<file path="src/source/vdp_defines.svh">
// VDP register block constants
// Bus widths, register and status numbers, chip id
`ifndef VDP_DEFINES_SVH
`define VDP_DEFINES_SVH

// Widths
`define VDP_DATA_W        8
`define VDP_REGNUM_W      6
`define VDP_VADDR_W       17
`define VDP_PAL_ENTRIES   16
`define VDP_PAL_IDX_W     4
`define VDP_STATUS_W      4

// Chip id reported in S#1, V9958 style
`define VDP_ID            5'b00010

// Control register numbers
`define VDP_REG_R0        6'd0
`define VDP_REG_R1        6'd1
`define VDP_REG_R2        6'd2
`define VDP_REG_R7        6'd7
`define VDP_REG_R14       6'd14
`define VDP_REG_R15       6'd15
`define VDP_REG_R16       6'd16
`define VDP_R17           6'd17
`define VDP_HINT_CLR_REG  6'd19   // R19, line interrupt

// Status register numbers
`define VDP_S0            4'd0
`define VDP_S1            4'd1
`define VDP_S2            4'd2

`endif

</file>
<file path="src/source/vdp_pkg.sv">
// VDP register block types
// Port and mode encodings, bus structs between the blocks
`include "vdp_defines.svh"

package vdp_pkg;

  typedef enum logic [1:0] {
    PORT_VRAM     = 2'd0,
    PORT_CTRL     = 2'd1,
    PORT_PAL      = 2'd2,
    PORT_INDIRECT = 2'd3
  } vdp_port_e;

  typedef enum logic [3:0] {
    GRAPHIC1, GRAPHIC2, GRAPHIC3, GRAPHIC4, GRAPHIC5, GRAPHIC6, GRAPHIC7,
    TEXT1, TEXT1Q, TEXT2, MULTI, MULTIQ, MODE_NONE
  } disp_mode_e;

  typedef enum logic {
    PAL_RB = 1'b0,  // Expecting red/blue byte
    PAL_G  = 1'b1
  } pal_load_e;

  typedef struct packed {
    logic                   strobe;
    logic                   wr;
    vdp_port_e              port;
    logic [`VDP_DATA_W-1:0] data;
  } cpu_req_t;

  typedef struct packed {
    logic                     valid;
    logic [`VDP_REGNUM_W-1:0] num;
    logic [`VDP_DATA_W-1:0]   data;
  } reg_wr_t;

  typedef struct packed {
    logic                   strobe;
    logic [`VDP_DATA_W-1:0] data;
  } pal_wr_t;

  typedef struct packed {
    logic [`VDP_VADDR_W-1:0] addr;
    logic [`VDP_DATA_W-1:0]  data;
    logic                    addr_set_req;
    logic                    wr_req;
    logic                    rd_req;
  } vram_ctrl_t;

  typedef struct packed {
    logic       r0_hint_en;
    logic       r1_sp_size;
    logic       r1_sp_zoom;
    logic       r1_bl_clks;
    logic       r1_vint_en;
    logic       r1_disp_on;
    logic [6:0] r2_name_addr;
    logic [7:0] r7_frame_col;
    logic [7:0] r19_hint_line;
    disp_mode_e mode;
  } ctrl_regs_t;

  typedef struct packed {
    logic [2:0] r;
    logic [2:0] g;
    logic [2:0] b;
  } pal_rgb_t;

endpackage

</file>
<file path="src/source/vdp_ctrl_regs.sv">
// VDP control register file
// Holds R0, R1, R2, R7 and R19; mode and display-on fields are
// shadowed and copied to the live set on hsync, then decoded
`timescale 1ns/10ps
`include "vdp_defines.svh"

module vdp_ctrl_regs import vdp_pkg::*; (
  input  logic       reset,
  input  logic       clk21m,
  input  reg_wr_t    reg_wr,
  input  logic       hsync,
  output ctrl_regs_t regs
);

  logic       r0_hint_en;
  logic [3:1] r0_mode_sh;
  logic [3:1] r0_mode;
  logic       r1_sp_size;
  logic       r1_sp_zoom;
  logic       r1_bl_clks;
  logic       r1_vint_en;
  logic       r1_disp_on_sh;
  logic       r1_disp_on;
  logic [1:0] r1_mode_sh;     // {M1, M2}
  logic [1:0] r1_mode;
  logic [6:0] r2_name_addr;
  logic [7:0] r7_frame_col;
  logic [7:0] r19_hint_line;
  logic [4:0] mode_key;
  disp_mode_e mode;

  always_ff @(posedge reset or posedge clk21m) begin
    if (clk21m) begin
      r0_hint_en    <= 1'b0;
      r0_mode_sh    <= '0;
      r1_sp_size    <= 1'b0;
      r1_sp_zoom    <= 1'b0;
      r1_bl_clks    <= 1'b0;
      r1_vint_en    <= 1'b0;
      r1_disp_on_sh <= 1'b0;
      r1_mode_sh    <= '0;
      r2_name_addr  <= '0;
      r7_frame_col  <= '0;
      r19_hint_line <= '0;
    end else if (reg_wr.valid) begin
      case (reg_wr.num)
        `VDP_REG_R0: begin
          r0_mode_sh <= reg_wr.data[3:1];
          r0_hint_en <= reg_wr.data[4];
        end
        `VDP_REG_R1: begin
          r1_sp_zoom    <= reg_wr.data[0];
          r1_sp_size    <= reg_wr.data[1];
          r1_bl_clks    <= reg_wr.data[2];
          r1_mode_sh    <= reg_wr.data[4:3];
          r1_vint_en    <= reg_wr.data[5];
          r1_disp_on_sh <= reg_wr.data[6];
        end
        `VDP_REG_R2:       r2_name_addr  <= reg_wr.data[6:0];
        `VDP_REG_R7:       r7_frame_col  <= reg_wr.data;
        `VDP_HINT_CLR_REG: r19_hint_line <= reg_wr.data;
        default: ;
      endcase
    end
  end

  // --------------------------------------------------
  // Live mode fields, change only at line start
  always_ff @(posedge reset or posedge clk21m) begin
    if (clk21m) begin
      r0_mode    <= '0;
      r1_mode    <= '0;
      r1_disp_on <= 1'b0;
    end else if (hsync) begin
      r0_mode    <= r0_mode_sh;
      r1_mode    <= r1_mode_sh;
      r1_disp_on <= r1_disp_on_sh;
    end
  end

  // Key is {M5, M4, M3, M2, M1}
  assign mode_key = {r0_mode, r1_mode[0], r1_mode[1]};

  always_comb begin
    case (mode_key)
      5'b00000: mode = GRAPHIC1;
      5'b00001: mode = TEXT1;
      5'b00010: mode = MULTI;
      5'b00100: mode = GRAPHIC2;
      5'b00101: mode = TEXT1Q;
      5'b00110: mode = MULTIQ;
      5'b01000: mode = GRAPHIC3;
      5'b01001: mode = TEXT2;
      5'b01100: mode = GRAPHIC4;
      5'b10000: mode = GRAPHIC5;
      5'b10100: mode = GRAPHIC6;
      5'b11100: mode = GRAPHIC7;
      default:  mode = MODE_NONE;   // Undefined combinations
    endcase
  end

  always_comb begin
    regs.r0_hint_en    = r0_hint_en;
    regs.r1_sp_size    = r1_sp_size;
    regs.r1_sp_zoom    = r1_sp_zoom;
    regs.r1_bl_clks    = r1_bl_clks;
    regs.r1_vint_en    = r1_vint_en;
    regs.r1_disp_on    = r1_disp_on;
    regs.r2_name_addr  = r2_name_addr;
    regs.r7_frame_col  = r7_frame_col;
    regs.r19_hint_line = r19_hint_line;
    regs.mode          = mode;
  end

endmodule

</file>
<file path="src/source/vdp_palette.sv">
// VDP palette
// Two-byte RGB load with auto-incrementing number from R16, entry
// write committed on odd dot states, 16-entry store, registered read
`timescale 1ns/10ps
`include "vdp_defines.svh"

module vdp_palette import vdp_pkg::*; (
  input  logic                      reset,
  input  logic                      clk21m,
  input  reg_wr_t                   reg_wr,
  input  pal_wr_t                   pal_wr,
  input  logic [1:0]                dotstate,
  input  logic [`VDP_PAL_IDX_W-1:0] pal_rd_idx,
  output pal_rgb_t                  pal_rgb
);

  // Power-on colours, one octal digit per channel {R, G, B}
  localparam logic [8:0] PAL_INIT [`VDP_PAL_ENTRIES] = '{
    9'o000, 9'o000, 9'o161, 9'o373, 9'o117, 9'o237, 9'o511, 9'o267,
    9'o711, 9'o733, 9'o661, 9'o664, 9'o141, 9'o625, 9'o555, 9'o777
  };

  logic [`VDP_PAL_IDX_W-1:0] pal_num;
  logic [`VDP_PAL_IDX_W-1:0] wr_num;
  pal_load_e                 load_state;
  pal_rgb_t                  rgb_in;
  logic                      wr_req;
  logic                      wr_ack;
  logic                      odd_dot;
  pal_rgb_t                  store [`VDP_PAL_ENTRIES];

  assign odd_dot = (dotstate == 2'b01) || (dotstate == 2'b10);

  always_ff @(posedge reset or posedge clk21m) begin
    if (clk21m) begin
      pal_num    <= '0;
      wr_num     <= '0;
      load_state <= PAL_RB;
      rgb_in     <= '0;
      wr_req     <= 1'b0;
    end else if (reg_wr.valid && reg_wr.num == `VDP_REG_R16) begin
      pal_num    <= reg_wr.data[3:0];
      load_state <= PAL_RB;
    end else if (pal_wr.strobe) begin
      if (load_state == PAL_RB) begin
        rgb_in.r   <= pal_wr.data[6:4];
        rgb_in.b   <= pal_wr.data[2:0];
        load_state <= PAL_G;
      end else begin
        rgb_in.g   <= pal_wr.data[2:0];
        wr_num     <= pal_num;
        wr_req     <= ~wr_ack;      // Post entry write
        load_state <= PAL_RB;
        pal_num    <= pal_num + 4'd1;
      end
    end
  end

  // --------------------------------------------------
  // Store update, only in the odd dot slots
  always_ff @(posedge reset or posedge clk21m) begin
    if (clk21m) begin
      wr_ack <= 1'b0;
      for (int i = 0; i < `VDP_PAL_ENTRIES; i++) store[i] <= pal_rgb_t'(PAL_INIT[i]);
    end else if (odd_dot && (wr_req != wr_ack)) begin
      store[wr_num] <= rgb_in;
      wr_ack        <= ~wr_ack;
    end
  end

  always_ff @(posedge reset) begin
    pal_rgb <= store[pal_rd_idx];
  end

endmodule

</file>
<file path="src/source/vdp_port_ctrl.sv">
// VDP CPU port decoder
// Port 1 byte pairing, indirect writes via R17, VRAM address and
// toggle requests, status select (R15) and palette byte forwarding
`timescale 1ns/10ps
`include "vdp_defines.svh"

module vdp_port_ctrl import vdp_pkg::*; (
  input  logic                     reset,
  input  logic                     clk21m,
  input  cpu_req_t                 cpu,
  input  logic                     vram_wr_ack,
  input  logic                     vram_rd_ack,
  input  logic                     vram_addr_set_ack,
  output reg_wr_t                  reg_wr,
  output pal_wr_t                  pal_wr,
  output vram_ctrl_t               vram,
  output logic [`VDP_STATUS_W-1:0] status_sel,
  output logic                     hint_clr_wr
);

  logic                     first_byte;   // Port 1 waiting for first byte
  logic [`VDP_DATA_W-1:0]   p1_data;
  logic [`VDP_REGNUM_W-1:0] reg_ptr;
  logic                     reg_wr_pulse;
  logic [`VDP_REGNUM_W-1:0] r17_num;
  logic                     r17_inc;
  logic                     cpu_rd;
  logic                     cpu_wr;

  assign cpu_rd = cpu.strobe & ~cpu.wr;
  assign cpu_wr = cpu.strobe & cpu.wr;

  assign reg_wr.valid = reg_wr_pulse;
  assign reg_wr.num   = reg_ptr;
  assign reg_wr.data  = p1_data;

  // Palette bytes go straight through, palette tracks its own byte state
  assign pal_wr.strobe = cpu_wr && (cpu.port == PORT_PAL);
  assign pal_wr.data   = cpu.data;

  // R19 write, or R0 write with IE1 set
  assign hint_clr_wr = reg_wr_pulse && (reg_ptr == `VDP_HINT_CLR_REG ||
                       (reg_ptr == `VDP_REG_R0 && p1_data[4]));

  always_ff @(posedge reset or posedge clk21m) begin
    if (clk21m) begin
      first_byte        <= 1'b1;
      p1_data           <= '0;
      reg_ptr           <= '0;
      reg_wr_pulse      <= 1'b0;
      r17_num           <= '0;
      r17_inc           <= 1'b0;
      status_sel        <= '0;
      vram.addr         <= '0;
      vram.data         <= '0;
      vram.addr_set_req <= 1'b0;
      vram.wr_req       <= 1'b0;
      vram.rd_req       <= 1'b0;
    end else begin
      reg_wr_pulse <= 1'b0;

      // --------------------------------------------------
      // Registers owned here, applied on the write pulse
      if (reg_wr_pulse) begin
        case (reg_ptr)
          `VDP_REG_R14: begin
            vram.addr[16:14]  <= p1_data[2:0];
            vram.addr_set_req <= ~vram_addr_set_ack;
          end
          `VDP_REG_R15: status_sel <= p1_data[3:0];
          `VDP_R17: begin
            r17_num <= p1_data[5:0];
            r17_inc <= ~p1_data[7];   // Bit 7 low means auto-increment
          end
          default: ;
        endcase
      end

      // --------------------------------------------------
      // CPU accesses
      if (cpu_rd) begin
        case (cpu.port)
          PORT_VRAM: vram.rd_req <= ~vram_rd_ack;
          PORT_CTRL: first_byte <= 1'b1;  // Status read restarts pairing
          default: ;
        endcase
      end else if (cpu_wr) begin
        case (cpu.port)
          PORT_VRAM: begin
            vram.data   <= cpu.data;
            vram.wr_req <= ~vram_wr_ack;
          end
          PORT_CTRL: begin
            if (first_byte) begin
              first_byte <= 1'b0;
              p1_data    <= cpu.data;
            end else begin
              first_byte <= 1'b1;
              if (cpu.data[7]) begin
                // Direct register select
                reg_ptr      <= cpu.data[5:0];
                reg_wr_pulse <= 1'b1;
              end else begin
                vram.addr[7:0]    <= p1_data;
                vram.addr[13:8]   <= cpu.data[5:0];
                vram.addr_set_req <= ~vram_addr_set_ack;
                if (!cpu.data[6]) vram.rd_req <= ~vram_rd_ack;  // Read setup prefetches
              end
            end
          end
          PORT_INDIRECT: begin
            if (r17_num != `VDP_R17) reg_wr_pulse <= 1'b1;
            p1_data <= cpu.data;
            reg_ptr <= r17_num;
            if (r17_inc) r17_num <= 6'(r17_num + 6'd1);
          end
          default: ;
        endcase
      end
    end
  end

endmodule

</file>
<file path="src/source/vdp_register_top.sv">
// VDP register block top level
// Port decoder feeding the control registers and palette, with the
// status read path combining their results for the CPU
`timescale 1ns/10ps
`include "vdp_defines.svh"

module vdp_register_top import vdp_pkg::*; (
  input  logic                      reset,
  input  logic                      clk21m,
  input  cpu_req_t                  cpu,
  output logic                      ack,
  output logic [`VDP_DATA_W-1:0]    rd_data,
  output vram_ctrl_t                vram,
  input  logic                      vram_wr_ack,
  input  logic                      vram_rd_ack,
  input  logic                      vram_addr_set_ack,
  input  logic [`VDP_DATA_W-1:0]    vram_rd_data,
  input  logic                      hsync,
  input  logic [1:0]                dotstate,
  input  logic [`VDP_PAL_IDX_W-1:0] pal_rd_idx,
  output pal_rgb_t                  pal_rgb,
  output ctrl_regs_t                regs,
  input  logic                      vsync_int_pending,
  input  logic                      hsync_int_pending,
  input  logic                      vert_retrace,
  input  logic                      horz_retrace,
  input  logic                      field,
  output logic                      clr_vsync_int,
  output logic                      clr_hsync_int
);

  reg_wr_t                  reg_wr;
  pal_wr_t                  pal_wr;
  logic [`VDP_STATUS_W-1:0] status_sel;
  logic                     hint_clr_wr;

  vdp_port_ctrl u_port_ctrl (
    .reset(reset), .clk21m(clk21m), .cpu(cpu),
    .vram_wr_ack(vram_wr_ack), .vram_rd_ack(vram_rd_ack),
    .vram_addr_set_ack(vram_addr_set_ack),
    .reg_wr(reg_wr), .pal_wr(pal_wr), .vram(vram),
    .status_sel(status_sel), .hint_clr_wr(hint_clr_wr)
  );

  vdp_ctrl_regs u_ctrl_regs (
    .reset(reset), .clk21m(clk21m), .reg_wr(reg_wr), .hsync(hsync), .regs(regs)
  );

  vdp_palette u_palette (
    .reset(reset), .clk21m(clk21m), .reg_wr(reg_wr), .pal_wr(pal_wr),
    .dotstate(dotstate), .pal_rd_idx(pal_rd_idx), .pal_rgb(pal_rgb)
  );

  vdp_status_read u_status_read (
    .reset(reset), .clk21m(clk21m), .cpu(cpu), .vram_rd_data(vram_rd_data),
    .status_sel(status_sel), .hint_clr_wr(hint_clr_wr),
    .vsync_int_pending(vsync_int_pending), .hsync_int_pending(hsync_int_pending),
    .vert_retrace(vert_retrace), .horz_retrace(horz_retrace), .field(field),
    .ack(ack), .rd_data(rd_data),
    .clr_vsync_int(clr_vsync_int), .clr_hsync_int(clr_hsync_int)
  );

endmodule

</file>
<file path="src/source/vdp_status_read.sv">
// VDP CPU read path
// Returns VRAM data or S#0..S#2, registers ack and generates the
// frame and line interrupt clear pulses
`timescale 1ns/10ps
`include "vdp_defines.svh"

module vdp_status_read import vdp_pkg::*; (
  input  logic                     reset,
  input  logic                     clk21m,
  input  cpu_req_t                 cpu,
  input  logic [`VDP_DATA_W-1:0]   vram_rd_data,
  input  logic [`VDP_STATUS_W-1:0] status_sel,
  input  logic                     hint_clr_wr,
  input  logic                     vsync_int_pending,
  input  logic                     hsync_int_pending,
  input  logic                     vert_retrace,
  input  logic                     horz_retrace,
  input  logic                     field,
  output logic                     ack,
  output logic [`VDP_DATA_W-1:0]   rd_data,
  output logic                     clr_vsync_int,
  output logic                     clr_hsync_int
);

  logic cpu_rd;
  logic stat_rd;    // Status read on port 1

  assign cpu_rd  = cpu.strobe & ~cpu.wr;
  assign stat_rd = cpu_rd && (cpu.port == PORT_CTRL);

  always_ff @(posedge reset or posedge clk21m) begin
    if (clk21m) begin
      ack           <= 1'b0;
      rd_data       <= '0;
      clr_vsync_int <= 1'b0;
      clr_hsync_int <= 1'b0;
    end else begin
      ack           <= cpu.strobe;
      clr_vsync_int <= stat_rd && (status_sel == `VDP_S0);
      clr_hsync_int <= (stat_rd && (status_sel == `VDP_S1)) || hint_clr_wr;
      if (cpu_rd) begin
        if (cpu.port == PORT_VRAM) begin
          rd_data <= vram_rd_data;
        end else if (cpu.port == PORT_CTRL) begin
          case (status_sel)
            `VDP_S0: rd_data <= {vsync_int_pending, 7'b0};
            `VDP_S1: rd_data <= {2'b00, `VDP_ID, hsync_int_pending};
            `VDP_S2: rd_data <= {1'b0, vert_retrace, horz_retrace, 1'b0,
                                 2'b11, field, 1'b0};  // Command bits fixed low
            default: rd_data <= 8'hFF;
          endcase
        end else begin
          rd_data <= 8'hFF;   // Ports 2 and 3 are write only
        end
      end
    end
  end

endmodule

</file>
<file path="config.mk">
export PLATFORM = sky130hd
export DESIGN_NAME = vdp_register_top
export DESIGN_NICKNAME = d
export VERILOG_FILES = /design/src/source/vdp_pkg.sv /design/src/source/vdp_ctrl_regs.sv /design/src/source/vdp_palette.sv /design/src/source/vdp_port_ctrl.sv /design/src/source/vdp_register_top.sv /design/src/source/vdp_status_read.sv
export VERILOG_INCLUDE_DIRS = /design/src /design/src/source
export SDC_FILE = /design/constraint.sdc
export NUM_CORES = 1
export LEC_CHECK = 0
export BUFFER_PORTS_ARGS = -buffer_cell sky130_fd_sc_hd__buf_4
export CORE_ASPECT_RATIO = 1.2
export CORE_UTILIZATION = 59
export CTS_BUF_LIST = sky130_fd_sc_hd__clkbuf_16
export DETAILED_ROUTE_END_ITERATION = 7
export HOLD_SLACK_MARGIN = 0.06
export PLACE_DENSITY_LB_ADDON = 0.12
export SYNTH_ARGS = -nofsm -noshare
export SYNTH_HDL_FRONTEND = slang
export SYNTH_HIERARCHICAL = 1
export SYNTH_SLANG_ARGS = --single-unit
</file>
<file path="constraint.sdc">
create_clock -name reset -period 6.36 [get_ports reset]
set_input_delay 0.636 -clock reset [delete_from_list [all_inputs] [get_ports reset]]
set_output_delay 0.636 -clock reset [all_outputs]
set_load 0.05 [all_outputs]
</file>
==> impl_metrics.csv <==
group,metric,value,unit
finish,antenna_diode_count,0,
critical_path,cp_data_arrival_time,2.39,ns
yosys,synth_area,0.01258,mm^2
power_and_ir_drop,peakVddDrop,0.2931,mV
power_and_ir_drop,switching_share,33.90,%
clock_network,cts_setup_buffers,0,
clock_network,worst_skew_pair.late_latency,0.54,ns
power_and_ir_drop,internal_power,3743,uW
clock_network,cts-root-buf,"sky130_fd_sc_hd__clkbuf_16",
critical_path,critical_path_buf_inv_count,3,
route,via_count,7566,
sta,min_period_over_period,47.57,%
route,antenna_violating_nets_post_route,0,
global_route,grt.total_usage,26.47,%
clock_network,htree_num_levels,1,
critical_path,reg2reg_setup_slack,3.79,ns
critical_path,required,5.72,ns
yosys,synth_cells,852,
sta,tns,0,ns
worst_hold_path,min-delay-path-class,"input port to asynchronous set/reset pin",
critical_path,slowest_cp_cell,"sky130_fd_sc_hd__mux4_2",
sta,timing.final.setup_violations,0,
finish,final_layout_size_suffix_gt1_share,54.17,%
placed_design,global_placer_s_final_weighted_congestion,0.8853,
route,first_iter_violations,348,
critical_path,critical_path.cell_chain,"inv_1, ha_1, inv_1, mux4_2, or2_2, buf_4",
floorplan,ios,118,
sta,post-route-min-period,3.025,ns
clock_network,cts-buffers-inserted,28,
floorplan,die_height,161.9,um
job,cap_violations,0,
power_and_ir_drop,p_sw,1919,uW
global_route,wire_length_of_the_first_global_routing_pass,44680,um
critical_path,cp_slowest_stage_delay,0.47,ns
floorplan,initial_utilization,60.18,%
critical_path,r2r_end,"u_palette/store[119]$_DFFE_PP0P_",
sta,max_freq,0.3305,GHz
global_route,via_count_of_the_first_global_routing_pass,8337,
critical_path,r2r_cells,3,
yosys,syn_nets,897,
power_and_ir_drop,cellLeakagePower,0.006731,uW
finish,utilization_after_layout,68.95,%
placed_design,dp.cells,1189,
yosys,postSynthAreaPerCell,14.76,um^2
global_route,grt_antenna_before_repair,0,
critical_path,critPathMostFrequentCell,"sky130_fd_sc_hd__inv_1",
yosys,synth.yosys.warnings,6,
sta,grt_setup_unrepaired,"false",
placed_design,port_buffers,117,
clock_network,postCtsHoldBufs,0,
critical_path,critical_path.startpoint_type,"flip-flop",
critical_path,end_kind,"output pin",
placed_design,dpl.hpwl,18670,um
sta,finalHoldViolCount,0,
sta,actual_slew_at_the_worst_max_slew_pin,1.329,ns
critical_path,worst_r2r_startpoint,"u_palette/wr_ack$_DFFE_PP0P_",
route,drtPass1Iterations,5,
critical_path,worst-path-max-fanout,5,
clock_network,tritoncts_clock_tree,"built",
power_and_ir_drop,power_density,392.9,mW/mm^2
critical_path,cpLargestDelayFamily,"multiplexers",
power_and_ir_drop,comb_power_share,25.7,%
clock_network,clock_tree.buffer_depth,3,
floorplan,floorplan.core_area,0.02090,mm^2
finish,finish.cell_count_without_fillers,1241,
global_route,grt_max_degree,94,
sta,timing.max_slew.rel_slack,10.49,%
critical_path,worst-setup-path-type,"flip-flop to output pin",
sta,finClkSkew,0.01772,ns
sta,worst_hold_slack,0.1637,ns
sta,drv_slew,0,
finish,synthToLayoutAreaGrowth,14.56,%
power_and_ir_drop,power.share.clock,27.3,%
run_status,status,"completed",
clock_network,post_cts_resize_count,0,
floorplan,floorplan.die_area,0.02191,mm^2
clock_network,path_clk_slew,0.06,ns
finish,fin_nets,994,
power_and_ir_drop,p_seq_share,47.0,%
route,finalWirelength,27710,um
clock_network,cts_sinks,279,
floorplan,row_count,58,
route,drcViolationCount,0,
power_and_ir_drop,post-layout-total-power,5662,uW
global_route,overflow,0,
route,vias_per_cell,6.097,
route,route.detailed.wl_per_inst,22.33,um
floorplan,chipWidth,135.3,um
-- power by group through the flow --
stage / Sequential (uW) / Combinational (uW) / Clock, uW
floorplan: 2730 / 925 / 0
global placement: 2640 / 1410 / 0
detailed placement: 2690 / 1460 / 0
CTS: 2660 / 1470 / 1590
global route: 2720 / 1550 / 1650
finish: 2660 / 1460 / 1550
-- how the worst max path moves through the flow --
stage,from,to,slack [ns],cells after the start
floorplan,clk21m,u_palette/load_state$_DFFE_PP0P_,1.42,1
global placement,cpu[9],u_palette/rgb_in[4]$_DFFE_PP0P_,3.37,5
detailed placement,cpu[9],u_palette/wr_num[3]$_DFFE_PP0P_,3.34,5
CTS,u_ctrl_regs/r1_mode[0]$_DFFE_PP0P_,regs[2],3.32,6
global route,u_ctrl_regs/r1_mode[0]$_DFFE_PP0P_,regs[2],3.27,6
finish,u_ctrl_regs/r1_mode[0]$_DFFE_PP0P_,regs[2],3.33,6
-- cells in the final DEF, fill, tap and decap left out, drive strengths merged, types with 3 or more instances in the layout --
master / count
nand4: 10
dfxtp: 9
nand4b: 4
nand2: 38
mux2: 235
and2: 3
xnor2: 5
nand3b: 4
nor2: 13
o21ai: 23
nor4b: 7
nand2b: 6
or4b: 4
nand3: 8
dfstp: 78
a21oi: 8
nor2b: 9
mux2i: 12
mux4: 37
dfrtp: 192
nor3: 9
ha: 8
a311oi: 3
a31oi: 4
clkbuf: 29
or4: 3
o31ai: 4
a22oi: 21
clkinv: 7
buf: 119
inv: 29
-- state kept, by name (all words and copies together), names as in the netlist, 6 cells and up --
register                   count
u_palette/store              144
u_port_ctrl/vram              28
u_palette/pal_rgb              9
u_palette/rgb_in               9
u_ctrl_regs/r19_hint_line      8
u_ctrl_regs/r7_frame_col       8
u_port_ctrl/p1_data            8
u_status_read/rd_data          8
u_ctrl_regs/r2_name_addr       7
u_port_ctrl/r17_num            6
u_port_ctrl/reg_ptr            6
-- worst reg2reg max path, delay by kind of cell (launching register included) --
kind | cells | cell delay (ns)
xor gates and xnor gates | 1 | 0.92
DFF | 1 | 0.44
muxes | 1 | 0.47
and+or+nand+nor | 1 | 0.61
-- metrics by stage --
step | worst slack, ns | area, um^2
finish | 3.335 | 14410
CTS | 3.317 | 14410
global route | 3.274 | 14410
global placement | 3.373 | 13540
detailed placement | 3.337 | 13540
floorplan | 1.418 | 12580
-- routing by layer --
| metal | track usage, % | part of all wire (%) | up-vias |
|---|---|---|---|
| met5 | 0 | 0 | - |
| met3 | 4.307 | 4.1 | 47 |
| met4 | 8.325 | 2.5 | 0 |
| met1 | 32.69 | 40 | 3983 |
| met2 | 47.23 | 54 | 189 |
| li1 | - | - | 3347 |
-- area by class of cell --
class	instances	area (um^2)
timing repair buffer	119	893.4
multi-input combinational	506	5216
fill	1445	6490
sequential	279	7034
tap	270	337.8
inverter	15	61.31
clock buffer	29	725.7
clock inverter	23	141.4
Power figures use the tool's default switching activity.
